## config.mk

```make
export PLATFORM = sky130hd
export DESIGN_NAME = execCore
export DESIGN_NICKNAME = d
export VERILOG_FILES = /design/src/design/cpuPkg.sv /design/src/design/phaseSequencer.sv /design/src/design/registerFile.sv /design/src/design/aluUnit.sv /design/src/design/execCore.sv
export VERILOG_INCLUDE_DIRS = /design/src /design/src/design
export SDC_FILE = /design/constraint.sdc
export NUM_CORES = 1
export LEC_CHECK = 0
export BUFFER_PORTS_ARGS = -buffer_cell sky130_fd_sc_hd__buf_2
export CELL_PAD_IN_SITES_DETAIL_PLACEMENT = 2
export CELL_PAD_IN_SITES_GLOBAL_PLACEMENT = 2
export CORE_MARGIN = 3
export CORE_UTILIZATION = 35
export CTS_BUF_LIST = sky130_fd_sc_hd__clkbuf_4 sky130_fd_sc_hd__clkbuf_8
export DETAILED_ROUTE_END_ITERATION = 10
export PLACE_DENSITY_LB_ADDON = 0.3
export SETUP_SLACK_MARGIN = 0.1
export SLEW_MARGIN = 10
export SYNTH_ARGS = -nofsm -noshare
export SYNTH_HDL_FRONTEND = slang
export SYNTH_SLANG_ARGS = --single-unit
```

## constraint.sdc

```tcl
create_clock -name clk -period 8.83 [get_ports clk]
set_input_delay 1.766 -clock clk [delete_from_list [all_inputs] [get_ports clk]]
set_output_delay 1.766 -clock clk [all_outputs]
set_load 0.05 [all_outputs]
```

## src/design/cpu_macros.svh

```systemverilog
// Widths, slot length and opcode codes. Opcode macros are sized to OPCODE_WIDTH by hand
`ifndef CPU_MACROS_SVH
`define CPU_MACROS_SVH

////////////////////////////////////////
// Datapath sizes
////////////////////////////////////////
`define DATA_WIDTH      8
`define REG_ADDR_WIDTH  4
`define NUM_REGS        16     // One entry per REG_ADDR_WIDTH code
`define OPCODE_WIDTH    5
`define IMM_WIDTH       9
`define SLOT_CYCLES     8      // T0..T4 plus three idle cycles

////////////////////////////////////////
// ALU opcodes
////////////////////////////////////////
`define OP_ADD       5'd0
`define OP_SUB       5'd1
`define OP_AND       5'd2
`define OP_OR        5'd3
`define OP_XOR       5'd4
`define OP_SHL       5'd5
`define OP_SHR       5'd6
`define OP_NOT       5'd7
`define OP_LESS      5'd8
`define OP_LAST_ALU  5'd8      // Anything above is a no-op

`endif

```

## src/design/cpuPkg.sv

```systemverilog
// Types for the execution core. instrT field order is opcode first and immFlag last
`include "cpu_macros.svh"

package cpuPkg;

  ////////////////////////////////////////
  // Plain vector types
  ////////////////////////////////////////
  typedef logic [`DATA_WIDTH-1:0]     dataT;
  typedef logic [`REG_ADDR_WIDTH-1:0] regAddrT;
  typedef logic [`OPCODE_WIDTH-1:0]   opcodeT;
  typedef logic [`IMM_WIDTH-1:0]      immT;

  // Phases of one instruction slot
  typedef enum logic [$clog2(`SLOT_CYCLES)-1:0] {
    T0,
    T1,
    T2,
    T3,
    T4,
    Idle5,
    Idle6,
    Idle7
  } phaseE;

  // Instruction word as presented at the core input
  typedef struct packed {
    opcodeT  opcode;
    regAddrT destin;
    regAddrT source1;
    regAddrT source2;
    immT     imm;
    logic    immFlag;     // Operand 2 taken from imm
  } instrT;

  // Strobes plus the latched fields the datapath reads
  typedef struct packed {
    logic    regRead;
    logic    aluSave;     // Also saves both flags
    logic    regWrite;
    opcodeT  opcode;
    regAddrT destin;
    regAddrT source1;
    regAddrT source2;
    immT     imm;
    logic    immFlag;
  } ctrlT;

endpackage

```

## src/design/phaseSequencer.sv

```systemverilog
// Phases free-run from Reset with no back-pressure. instr must be stable for the whole T0
`timescale 1ns/1ps
`include "cpu_macros.svh"

module phaseSequencer import cpuPkg::*; (
  input  logic  clk,
  input  logic  Reset,
  input  instrT instr,
  output logic  instrRead,
  output ctrlT  ctrl
);

  phaseE phase;
  phaseE phaseNext;
  instrT instrReg;
  logic  isAluOp;

  ////////////////////////////////////////
  // Phase counter
  ////////////////////////////////////////
  always_comb begin
    if (phase == phaseE'(`SLOT_CYCLES - 1)) begin
      phaseNext = T0;                      // Wrap after Idle7
    end else begin
      phaseNext = phaseE'(phase + 1'b1);
    end
  end

  always_ff @(posedge clk or posedge Reset) begin
    if (Reset) begin
      phase <= T0;                         // First slot starts right after reset
    end else begin
      phase <= phaseNext;
    end
  end

  ////////////////////////////////////////
  // Instruction register
  ////////////////////////////////////////
  assign instrRead = (phase == T0);

  always_ff @(posedge clk or posedge Reset) begin
    if (Reset) begin
      instrReg <= '0;
    end else if (instrRead) begin
      instrReg <= instr;                   // Taken on the edge ending T0
    end
  end

  ////////////////////////////////////////
  // Strobe decode
  ////////////////////////////////////////
  assign isAluOp = (instrReg.opcode <= `OP_LAST_ALU);

  always_comb begin
    ctrl.regRead  = (phase == T1);         // Every opcode reads
    ctrl.aluSave  = (phase == T2) && isAluOp;
    ctrl.regWrite = (phase == T4) && isAluOp;
    ctrl.opcode   = instrReg.opcode;
    ctrl.destin   = instrReg.destin;
    ctrl.source1  = instrReg.source1;
    ctrl.source2  = instrReg.source2;
    ctrl.imm      = instrReg.imm;
    ctrl.immFlag  = instrReg.immFlag;
  end

endmodule

```

## src/design/registerFile.sv

```systemverilog
// Registers clear on Reset. Read data is registered on regRead and holds until the next read
`timescale 1ns/1ps
`include "cpu_macros.svh"

module registerFile import cpuPkg::*; (
  input  logic clk,
  input  logic Reset,
  input  ctrlT ctrl,
  input  dataT wrData,
  output dataT rdData1,
  output dataT rdData2
);

  dataT regs [`NUM_REGS];

  ////////////////////////////////////////
  // Write port
  ////////////////////////////////////////
  always_ff @(posedge clk or posedge Reset) begin
    if (Reset) begin
      for (int i = 0; i < `NUM_REGS; i++) begin
        regs[i] <= '0;
      end
    end else if (ctrl.regWrite) begin
      regs[ctrl.destin] <= wrData;         // Lands at end of T4
    end
  end

  ////////////////////////////////////////
  // Registered read ports
  ////////////////////////////////////////
  always_ff @(posedge clk or posedge Reset) begin
    if (Reset) begin
      rdData1 <= '0;
      rdData2 <= '0;
    end else if (ctrl.regRead) begin
      rdData1 <= regs[ctrl.source1];       // Sampled at end of T1
      rdData2 <= regs[ctrl.source2];
    end
  end

endmodule

```

## src/design/aluUnit.sv

```systemverilog
// Opcode validity is not checked here. aluSave only fires for opcodes up to OP_LAST_ALU
`timescale 1ns/1ps
`include "cpu_macros.svh"

module aluUnit import cpuPkg::*; (
  input  logic clk,
  input  logic Reset,
  input  ctrlT ctrl,
  input  dataT rdData1,
  input  dataT rdData2,
  output dataT aluResult,
  output logic zFlag,
  output logic cFlag
);

  dataT                 opA;
  dataT                 opB;
  logic [`DATA_WIDTH:0] result;            // Top bit is carry or borrow
  dataT                 resultLow;

  ////////////////////////////////////////
  // Operand select
  ////////////////////////////////////////
  assign opA = rdData1;
  assign opB = ctrl.immFlag ? ctrl.imm[`DATA_WIDTH-1:0] : rdData2;

  ////////////////////////////////////////
  // Operations
  ////////////////////////////////////////
  always_comb begin
    case (ctrl.opcode)
      `OP_ADD:  result = {1'b0, opA} + {1'b0, opB};
      `OP_SUB:  result = {1'b0, opA} - {1'b0, opB};       // Borrow in top bit
      `OP_AND:  result = {1'b0, opA & opB};
      `OP_OR:   result = {1'b0, opA | opB};
      `OP_XOR:  result = {1'b0, opA ^ opB};
      `OP_SHL:  result = {opA, 1'b0};                     // Old MSB out as carry
      `OP_SHR:  result = {2'b00, opA[`DATA_WIDTH-1:1]};  // Zero fill
      `OP_NOT:  result = {1'b0, ~opA};
      `OP_LESS: result = {{`DATA_WIDTH{1'b0}}, (opA < opB)};  // Unsigned compare
      default:  result = '0;
    endcase
  end

  assign resultLow = result[`DATA_WIDTH-1:0];

  ////////////////////////////////////////
  // Result and flag registers
  ////////////////////////////////////////
  always_ff @(posedge clk or posedge Reset) begin
    if (Reset) begin
      aluResult <= '0;
      zFlag     <= 1'b0;
      cFlag     <= 1'b0;
    end else if (ctrl.aluSave) begin
      aluResult <= resultLow;              // Saved at end of T2
      zFlag     <= (resultLow == '0);
      cFlag     <= result[`DATA_WIDTH];
    end
  end

endmodule

```

## src/design/execCore.sv

```systemverilog
// One instruction in flight per eight-cycle slot. The result is written back from aluResult
`timescale 1ns/1ps

module execCore import cpuPkg::*; (
  input  logic  clk,
  input  logic  Reset,
  input  instrT instr,
  output logic  instrRead,
  output dataT  aluResult,
  output logic  zFlag,
  output logic  cFlag
);

  ctrlT ctrl;
  dataT rdData1;
  dataT rdData2;

  ////////////////////////////////////////
  // Control
  ////////////////////////////////////////
  phaseSequencer seq0 (
    .clk       (clk),
    .Reset     (Reset),
    .instr     (instr),
    .instrRead (instrRead),
    .ctrl      (ctrl)
  );

  ////////////////////////////////////////
  // Datapath
  ////////////////////////////////////////
  registerFile regs0 (
    .clk     (clk),
    .Reset   (Reset),
    .ctrl    (ctrl),
    .wrData  (aluResult),                  // Writeback in T4
    .rdData1 (rdData1),
    .rdData2 (rdData2)
  );

  aluUnit alu0 (
    .clk       (clk),
    .Reset     (Reset),
    .ctrl      (ctrl),
    .rdData1   (rdData1),
    .rdData2   (rdData2),
    .aluResult (aluResult),
    .zFlag     (zFlag),
    .cFlag     (cFlag)
  );

endmodule

```

; Word level (Yosys, flattened, before mapping)
; Cells that the tools add are included.
[classes]
n_div = 0
n_lt_le_gt_ge = 6
n_addsub = 3
multipliers = 0
n_mux = 12
reduce_logical = 6
bitwise_logic = 7
n_shift = 0
n_eq_ne = 12
[ops]
columns = op, n
row1 = $bwmux 128, 1
row2 = $pmux 9 s9, 1
row3 = $bmux 8 s4, 2
row4 = $mux 8, 6
row5 = $demux 8 s4, 1
row6 = $eq 5x3->1 const B, 4
row7 = $ge 5x5->1 const B, 3
row8 = $not 4->5, 3
row9 = $eq 5x2->1 const B, 2
row10 = $add 8x8->9, 1
row11 = $sub 8x8->9, 1
row12 = $and 8x8->8, 1
row13 = $logic_not 8->1, 1
row14 = $lt 8x8->1, 1
row15 = $not 8->8, 1
row16 = $or 8x8->8, 1
row17 = $xor 8x8->8, 1
row18 = $eq 3x3->1 const B, 2
row19 = $eq 5x1->1 const B, 1
row20 = $eq 5x4->1 const B, 1
row21 = $le 5x4->1 const B, 1
row22 = $logic_not 5->1, 1
row23 = $lt 5x1->1 const B, 1
row24 = $add 3x1->3 const B, 1
row25 = 5 further kinds, 7
[totals]
latch_bits = 0
register_bits = 183
mem_bits_ro = 0
inputBits = 29
ramBits = 0
memories = 0
out_inout_bits = 11

; Longest topological paths before layout
; Gate-level depths: netlist (run 1).
[logic_depth]
depth_word = 6
depth_mapped = 12

; Modules after synthesis
; Synthesis (run 1) repeated with hierarchy kept, for this count alone.
[unflattened]
cells_unflattened = 783
hier_area_um2 = 10661.5
[by_module_without_submodules]
columns = mod, seq_area_each_um2, area_each_um2, n_inst, cells_per_inst
row1 = registerFile, 3603.5, 7463.4, 1, 477
row2 = aluUnit, 250.2, 1900.6, 1, 231
row3 = phaseSequencer, 750.7, 1297.5, 1, 75

; Worst setup path before layout (run 1)
; Ideal clock, no wire load.
[synth_path]
kind = reg2out
start = reg seq0.phase[0]
end = out instrRead
path_slack_ns = 5.326
path_buffers = 2
arrival_time_ns = 1.738
t_required_ns = 7.064
stages_incl_launch_ff = 6
cell_sequence = dfrtp_1 inv_1 ha_1 nor2b_1 clkbuf_1 clkbuf_1
[synth_between]
elab_chain_len = 1
[synth_lines]
columns = item, line
row1 = "start, declared", phaseSequencer.sv:13  ; phaseE phase;
row2 = "start signal, assigned", phaseSequencer.sv:33  ; phase <= phaseNext;
row3 = $logic_not 3->1, phaseSequencer.sv:40  ; assign instrRead = (phase == T0);
row4 = "end, declared", execCore.sv:8  ; output logic instrRead,
; No other way between the ends.

; Worst setup path after layout (run 1)
[layout_path]
start = reg seq0.instrReg (netlist bit seq0.ctrl[0])
end = reg alu0.zFlag
[layout_between]
elab_chain_len = 4
[layout_lines]
columns = item, line
row1 = "start, declared", phaseSequencer.sv:15  ; instrT instrReg;
row2 = "start signal, assigned", phaseSequencer.sv:46  ; instrReg <= instr;
row3 = $mux 8 *, aluUnit.sv:25  ; assign opB = ctrl.immFlag ? ctrl.imm[`DATA_WIDTH-1:0] : rdData2;
row4 = "$sub 8x8->9, or another cell as far along", aluUnit.sv:33  ; `OP_SUB: result = {1'b0, opA} - {1'b0, opB};
row5 = $pmux 9 s9 *, aluUnit.sv:31  ; case (ctrl.opcode)
row6 = $logic_not 8->1 *, aluUnit.sv:57  ; zFlag <= (resultLow == '0);
row7 = "end signal, assigned", aluUnit.sv:57
row8 = "end, declared", aluUnit.sv:12  ; output logic zFlag,
; Mark *: on every way between the ends. The rest lies on a longest branch, timed or not.
; A chain may end at the register's enable or synchronous reset.

==> results.cfg, run 1 <==
[placement]
io_buffers = 38
gp_congestion = 0.813
dp_hpwl_um = 20200
dp_cells = 1117

[yosys]
yosysTopAreaCellShare_pct = 44.2
yosysSeqAreaShare_pct = 44.2
synth_xor_area_share_pct = 0.423
synth_mux_area_share_pct = 37.6
ys.flop_type = dfrtp_1
synth_cell_types = 62
async_flop_share_pct = 100
synth-edff-count = 0
synthSimpleGateAreaFrac_pct = 5.86
synth_compound_area_share_pct = 4.65
ys_top_cells_by_area = dfrtp_1, mux2_2, mux4_2
syn_area_mm2 = 0.0104
synth_nets = 807
synth_seq_cells = 183
syn_inst = 746
yosys.area.top_type = dfrtp_1
synth_top_family_by_area = multiplexers
syn_avg_cell_area_um2 = 13.9
synth_fa_ha_area_share_pct = 4.01
yosysWarnings = 0

[min_path]
worstHoldStart = regs0.rdData2[5]
hold_path.class = reg2reg
min_to = regs0.rdData2[5]
worstHoldPathCells = 1

[sta]
fmax_mhz = 262
finClkSkew_ns = 0.0229
rsz0062_at_grt = false
relSlewSlack_pct = 21.9
tns_ns = 0
fin_crit_sh_pct = 43.2
final_hold_viol_count = 0
finalSetupViolCount = 0
drv_slew = 0
tightest_slew_ns = 1.17
layout_min_cycle_time_ns = 3.81

[global_routing]
grt_pass1_wl_um = 46600
antenna_found_initial = 0
grt_max_degree = 111
grt_use_total_pct = 19.9
overflow = 0
grt_pass1_vias = 7588

[clock_network]
cts_resized = 0
cts.repair_timing.setup_buffer_count = 0
htree_levels = 4
cts-root-buf = clkbuf_8
insertion_delay_ns = 0.48
numCtsBuffers = 17
cts.path.max_buffers = 2
cts_tree = yes
cts_hold_buffers = 0
cts.sinks = 183
clk_pin_slew_ns = 0.10

[worst_setup_path]
timing.rr.start = seq0.ctrl[0]
cp.required_ns = 9.19
ff2ff_path_depth = 10
endpoint_kind = register
worstSetupPathType = reg2reg
r2r_end = alu0.zFlag
r2r_setup_slack_ns = 5.02
crit_path_start_kind = register
arrival_ns = 4.17
worstPathMaxFanout = 9

[die]
dieArea_mm2 = 0.0317
die_x_um = 178
die_h_um = 178
start_util_pct = 35.8
rows = 62
num_io_pins = 40
core_area_mm2 = 0.0289

[power]
p_switching_uw = 482
irDropWorstVdd_mv = 0.102
power_density_mw_per_mm2 = 151
combPwrFrac_pct = 9.1
p_sw_share_pct = 28.3
p_int_uw = 1220
leakagePower_uw = 0.00508
clockPowerShare_pct = 37.6
p_seq_share_pct = 53.3

[cells_and_area]
drive_above_1_share_pct = 45.9
diodes = 0
areaGrowthSynthToFinish_pct = 8.92
layout_common_cells = dfrtp_1, mux2_2, mux4_2
layout_commonest_cell = dfrtp_1
final_nets = 813
layoutNonFillerInstCount = 1149
fin_util_pct = 39.0

[drt]
drc = 0
dr.pass1.iters = 4
ant_nets = 0
wl_per_cell_um = 25.9
vias = 6531
first_iter_violations = 306
totalWireLength_um = 29700
via_per_inst = 5.68

[run]
drv_cap = 0

[run_status]
status = finished clean
[layout make-up]
type | count | area [um2]
Fill cell | 2882 | 17600
Multi-Input combinational cell | 482 | 5450
Sequential cell | 183 | 4580
Tap cell | 384 | 480
Clock buffer | 19 | 255
Timing Repair Buffer | 43 | 228
Clock inverter | 13 | 190
Inverter | 25 | 98.8
[routing by layer]
layer  wire length, um  vias up  global-route usage (%)
li1                  -     2823                       -
met1             12100     3554                    23.6
met2             16100      107                    36.1
met3               761       47                    3.15
met4               845        0                    7.17
met5                 0        -                       0
[cells in the mapped netlist, types with 2 or more instances]
master / count
dfrtp_1: 183
o2111ai_1: 2
mux4_2: 81
o21ai_0: 17
nor4_1: 3
buf_1: 8
nand3b_1: 4
a21oi_1: 16
clkbuf_1: 28
nand4_1: 2
nand2b_1: 7
ha_1: 30
and2_1: 3
nor2b_1: 11
o221ai_1: 2
or3_1: 2
a31oi_1: 5
inv_1: 25
fa_1: 2
mux2i_1: 17
a221oi_1: 2
nand3_1: 3
a22oi_1: 3
xnor2_1: 5
nand3_4: 2
nor2_1: 18
nor3_1: 6
o221a_2: 3
and3_1: 4
o21bai_1: 3
nand2_2: 6
mux2_2: 169
buf_2: 18
o31ai_1: 2
nand2_1: 27
[flip-flops by register name (all words and copies together), names as in the netlist]
name,cells
alu0.aluResult,8
alu0.cFlag,1
alu0.zFlag,1
regs0.rdData1,8
regs0.rdData2,8
regs0.regs,128
seq0.ctrl,26
seq0.phase,3
[worst max-delay path, cell delays in order (launching register included)]
cell	delay, ns
dfrtp_1	0.79
mux2i_1	0.32
inv_1	0.09
ha_1	0.24
fa_1	0.50
a21oi_1	0.17
o21ai_0	0.19
a221oi_1	0.38
o221ai_1	0.26
or4b_1	0.56
o41ai_2	0.22
[worst max-delay path by stage]
| stage | cells past startpoint | slack, ns | endpoint | start |
|---|---|---|---|---|
| finish | 10 | 5.02 | alu0.zFlag | seq0.ctrl[0] |
| floorplan | 1 | 2.09 | alu0.aluResult[0] | Reset |
| global placement | 10 | 5.19 | alu0.zFlag | seq0.ctrl[0] |
| CTS | 10 | 5.01 | alu0.zFlag | seq0.ctrl[0] |
| detailed placement | 10 | 5.06 | alu0.zFlag | seq0.ctrl[0] |
| global route | 10 | 4.74 | alu0.zFlag | seq0.ctrl[0] |
[stage by stage]
| step | total power, uW | hold WS [ns] | cell area, um2 | setup WS (ns) |
|---|---|---|---|---|
| 2_1_floorplan | 1030 | 0.454 | 10400 | 2.09 |
| 3_5_place_dp | 1080 | 0.500 | 10800 | 5.06 |
| 5_1_grt | 1790 | 0.541 | 11300 | 4.74 |
| 4_1_cts | 1730 | 0.523 | 11300 | 5.01 |
| 6_report | 1710 | 0.513 | 11300 | 5.02 |
| 3_3_place_gp | 1080 | 0.467 | 10800 | 5.19 |
[cell families (layout without fill, tap and decap cells)]
logic type               count (synthesis)  count (layout)
AO/OA/AOI/OAI                           70              70
adder cells (fa/ha/maj)                 32              32
AND/OR/NAND/NOR                        108             108
flip-flops                             183             183
multiplexers                           267             267
buffers and inverters                   81             100
XOR/XNOR                                 5               5
[power by group through the flow]
stage                     Sequential (uW)  Clock (uW)  Combinational [uW]
after floorplan                       905           0                 121
after global placement                922           0                 154
after detailed placement              925           0                 159
after CTS                             909         662                 160
after global routing                  914         699                 172
final                                 909         641                 156
Note: power is estimated with default switching activity, not from simulation.
==> run 2, diff against run 1 <==
==> constraint.sdc (replaced) <==
create_clock -name clk -period 3.1 [get_ports clk]
set_input_delay 0.62 -clock clk [delete_from_list [all_inputs] [get_ports clk]]
set_output_delay 0.62 -clock clk [all_outputs]
set_load 0.05 [all_outputs]
==> results.cfg, run 2 (synthesis gave the netlist of run 1 again) <==
[run_status]
status = finished clean

[global_routing]
overflow = 0
grt_use_total_pct = 19.1
antenna_found_initial = 1
grt_pass1_vias = 7581
grt_pass1_wl_um = 45700
grt_max_degree = 184

[run]
drv_cap = 0

[worst_setup_path]
r2r_setup_slack_ns = 0.11
worstSetupPathType = reg2reg
worstPathMaxFanout = 2
path_cells = mux2i_1 -> inv_1 -> ha_4 -> fa_2 -> nor3_2 -> nor3_2 -> a221oi_2 -> o221ai_2 -> or4b_4 -> o41ai_2
arrival_ns = 3.37
r2r_end = alu0.zFlag
cp_num_buf_inv = 1
crit_path_start_kind = register
endpoint_kind = register
crit_cells = 10
cp.required_ns = 3.48
crit_family = simple AND/OR/NAND/NOR gates
timing.rr.start = seq0.ctrl[0]
crit_slowest_cell = or4b_4
critPathMaxStageDelay_ns = 0.56
path_common_cell = nor3_2
ff2ff_path_depth = 10

[sta]
tightest_slew_ns = 1.03
final_hold_viol_count = 0
fmax_mhz = 335
drv_slew = 0
layout_min_cycle_time_ns = 2.99
finalSetupViolCount = 0
rsz0062_at_grt = true
finClkSkew_ns = 0.0284
relSlewSlack_pct = 31.3
fin_ws_ns = 0.113
fin_crit_sh_pct = 96.4

[clock_network]
cts.path.max_buffers = 2
numCtsBuffers = 17
cts.sinks = 183
insertion_delay_ns = 0.50
htree_levels = 4
cts-root-buf = clkbuf_8
cts_hold_buffers = 0
clk_pin_slew_ns = 0.12
cts_tree = yes

[die]
rows = 62
num_io_pins = 40
core_area_mm2 = 0.0289
dieArea_mm2 = 0.0317
die_x_um = 178
start_util_pct = 35.8
die_h_um = 178

[drt]
vias = 6565
ant_nets = 0
via_per_inst = 5.57
totalWireLength_um = 28800
drc = 0
dr.pass1.iters = 4
first_iter_violations = 359
wl_per_cell_um = 24.4

[cells_and_area]
areaGrowthSynthToFinish_pct = 12.9
final_nets = 842
fin_util_pct = 40.4
design_area_mm2 = 0.0117
layoutNonFillerInstCount = 1179
largest-register = regs0.regs
n_fill_cell = 2834
drive_above_1_share_pct = 50.9
register_area_mm2 = 0.00458
largest_reg_flops = 128
multi_input_area_mm2 = 0.00561
layout_common_cells = dfrtp_1, mux2_2, mux4_2
layout_commonest_cell = dfrtp_1

[power]
power_uw = 4870
power_density_mw_per_mm2 = 417
irDropWorstVdd_mv = 0.267
leakagePower_uw = 0.00525

[placement]
placed_cell_area_mm2 = 0.0110
io_buffers = 38
dp_hpwl_um = 20600
pre_cts_ws_ns = -0.0384
dp_cells = 1140
gp_congestion = 0.834

[min_path]
hold_path.class = in2async
## run 2: cell types whose count changed in the layout (fill, tap and decap cells not counted), moves of 3 or more
cell,delta
buf_12,+3
buf_4,+24
bufinv_16,-3
clkinv_8,+3
clkinvlp_4,-3
ha_1,-6
ha_4,+4
inv_12,+4
inv_8,+3
mux2i_1,-5
mux2i_2,+4
o21ai_0,-3
o21ai_1,+3
## run 2: area by class of cell
class	instances	area share (%)
tap	384	4.11
clock inverter	15	1.79
sequential	183	39.2
antenna	1	0.0214
multi-input combinational	482	47.9
clock buffer	17	2.00
inverter	25	0.834
timing repair buffer	72	4.19
## run 2: worst register-to-register path: stages (launching register included)
cell	delay, ns
dfrtp_1	0.41
mux2i_1	0.25
inv_1	0.12
ha_4	0.18
fa_2	0.38
nor3_2	0.23
nor3_2	0.09
a221oi_2	0.28
o221ai_2	0.17
or4b_4	0.56
o41ai_2	0.22
## run 2: repair_timing
action | CTS | global route
hold endpoints to repair | 0 | 0
pin swaps | 3 | 7
endpoints found under the setup margin | 2 | 4
buffers inserted | 4 | 2
gates resized for setup | 16 | 21
## run 2: power by group
group | total [uW] | internal [uW] | switching (uW)
combinational | 552 | 237 | 315
sequential | 2550 | 2440 | 106
clock | 1770 | 655 | 1120
total | 4870 | 3330 | 1540
## run 2: routing by layer
layer	global-route usage (%)	vias up	part of all wire, %
li1	-	2883	-
met1	24.6	3570	44
met2	32.6	81	52
met3	3.90	31	2.5
met4	5.24	0	1.4
met5	0	-	0
## run 2: stage by stage
stage,hold WS [ns],TNS (ns)
after floorplan,0.454,0
after global placement,0.468,0
after detailed placement,0.503,-0.0384
after CTS,0.310,0
after global routing,0.318,-0.0302
final,0.349,0
## run 2: worst max-delay path by stage
stage,endpoint,slack (ns),start
after floorplan,alu0.aluResult[0],0.13,Reset
after global placement,alu0.zFlag,0.05,seq0.ctrl[0]
after detailed placement,alu0.zFlag,-0.04,seq0.ctrl[0]
after CTS,alu0.zFlag,0.12,seq0.ctrl[0]
after global routing,alu0.zFlag,-0.03,seq0.ctrl[0]
final,alu0.zFlag,0.11,seq0.ctrl[0]
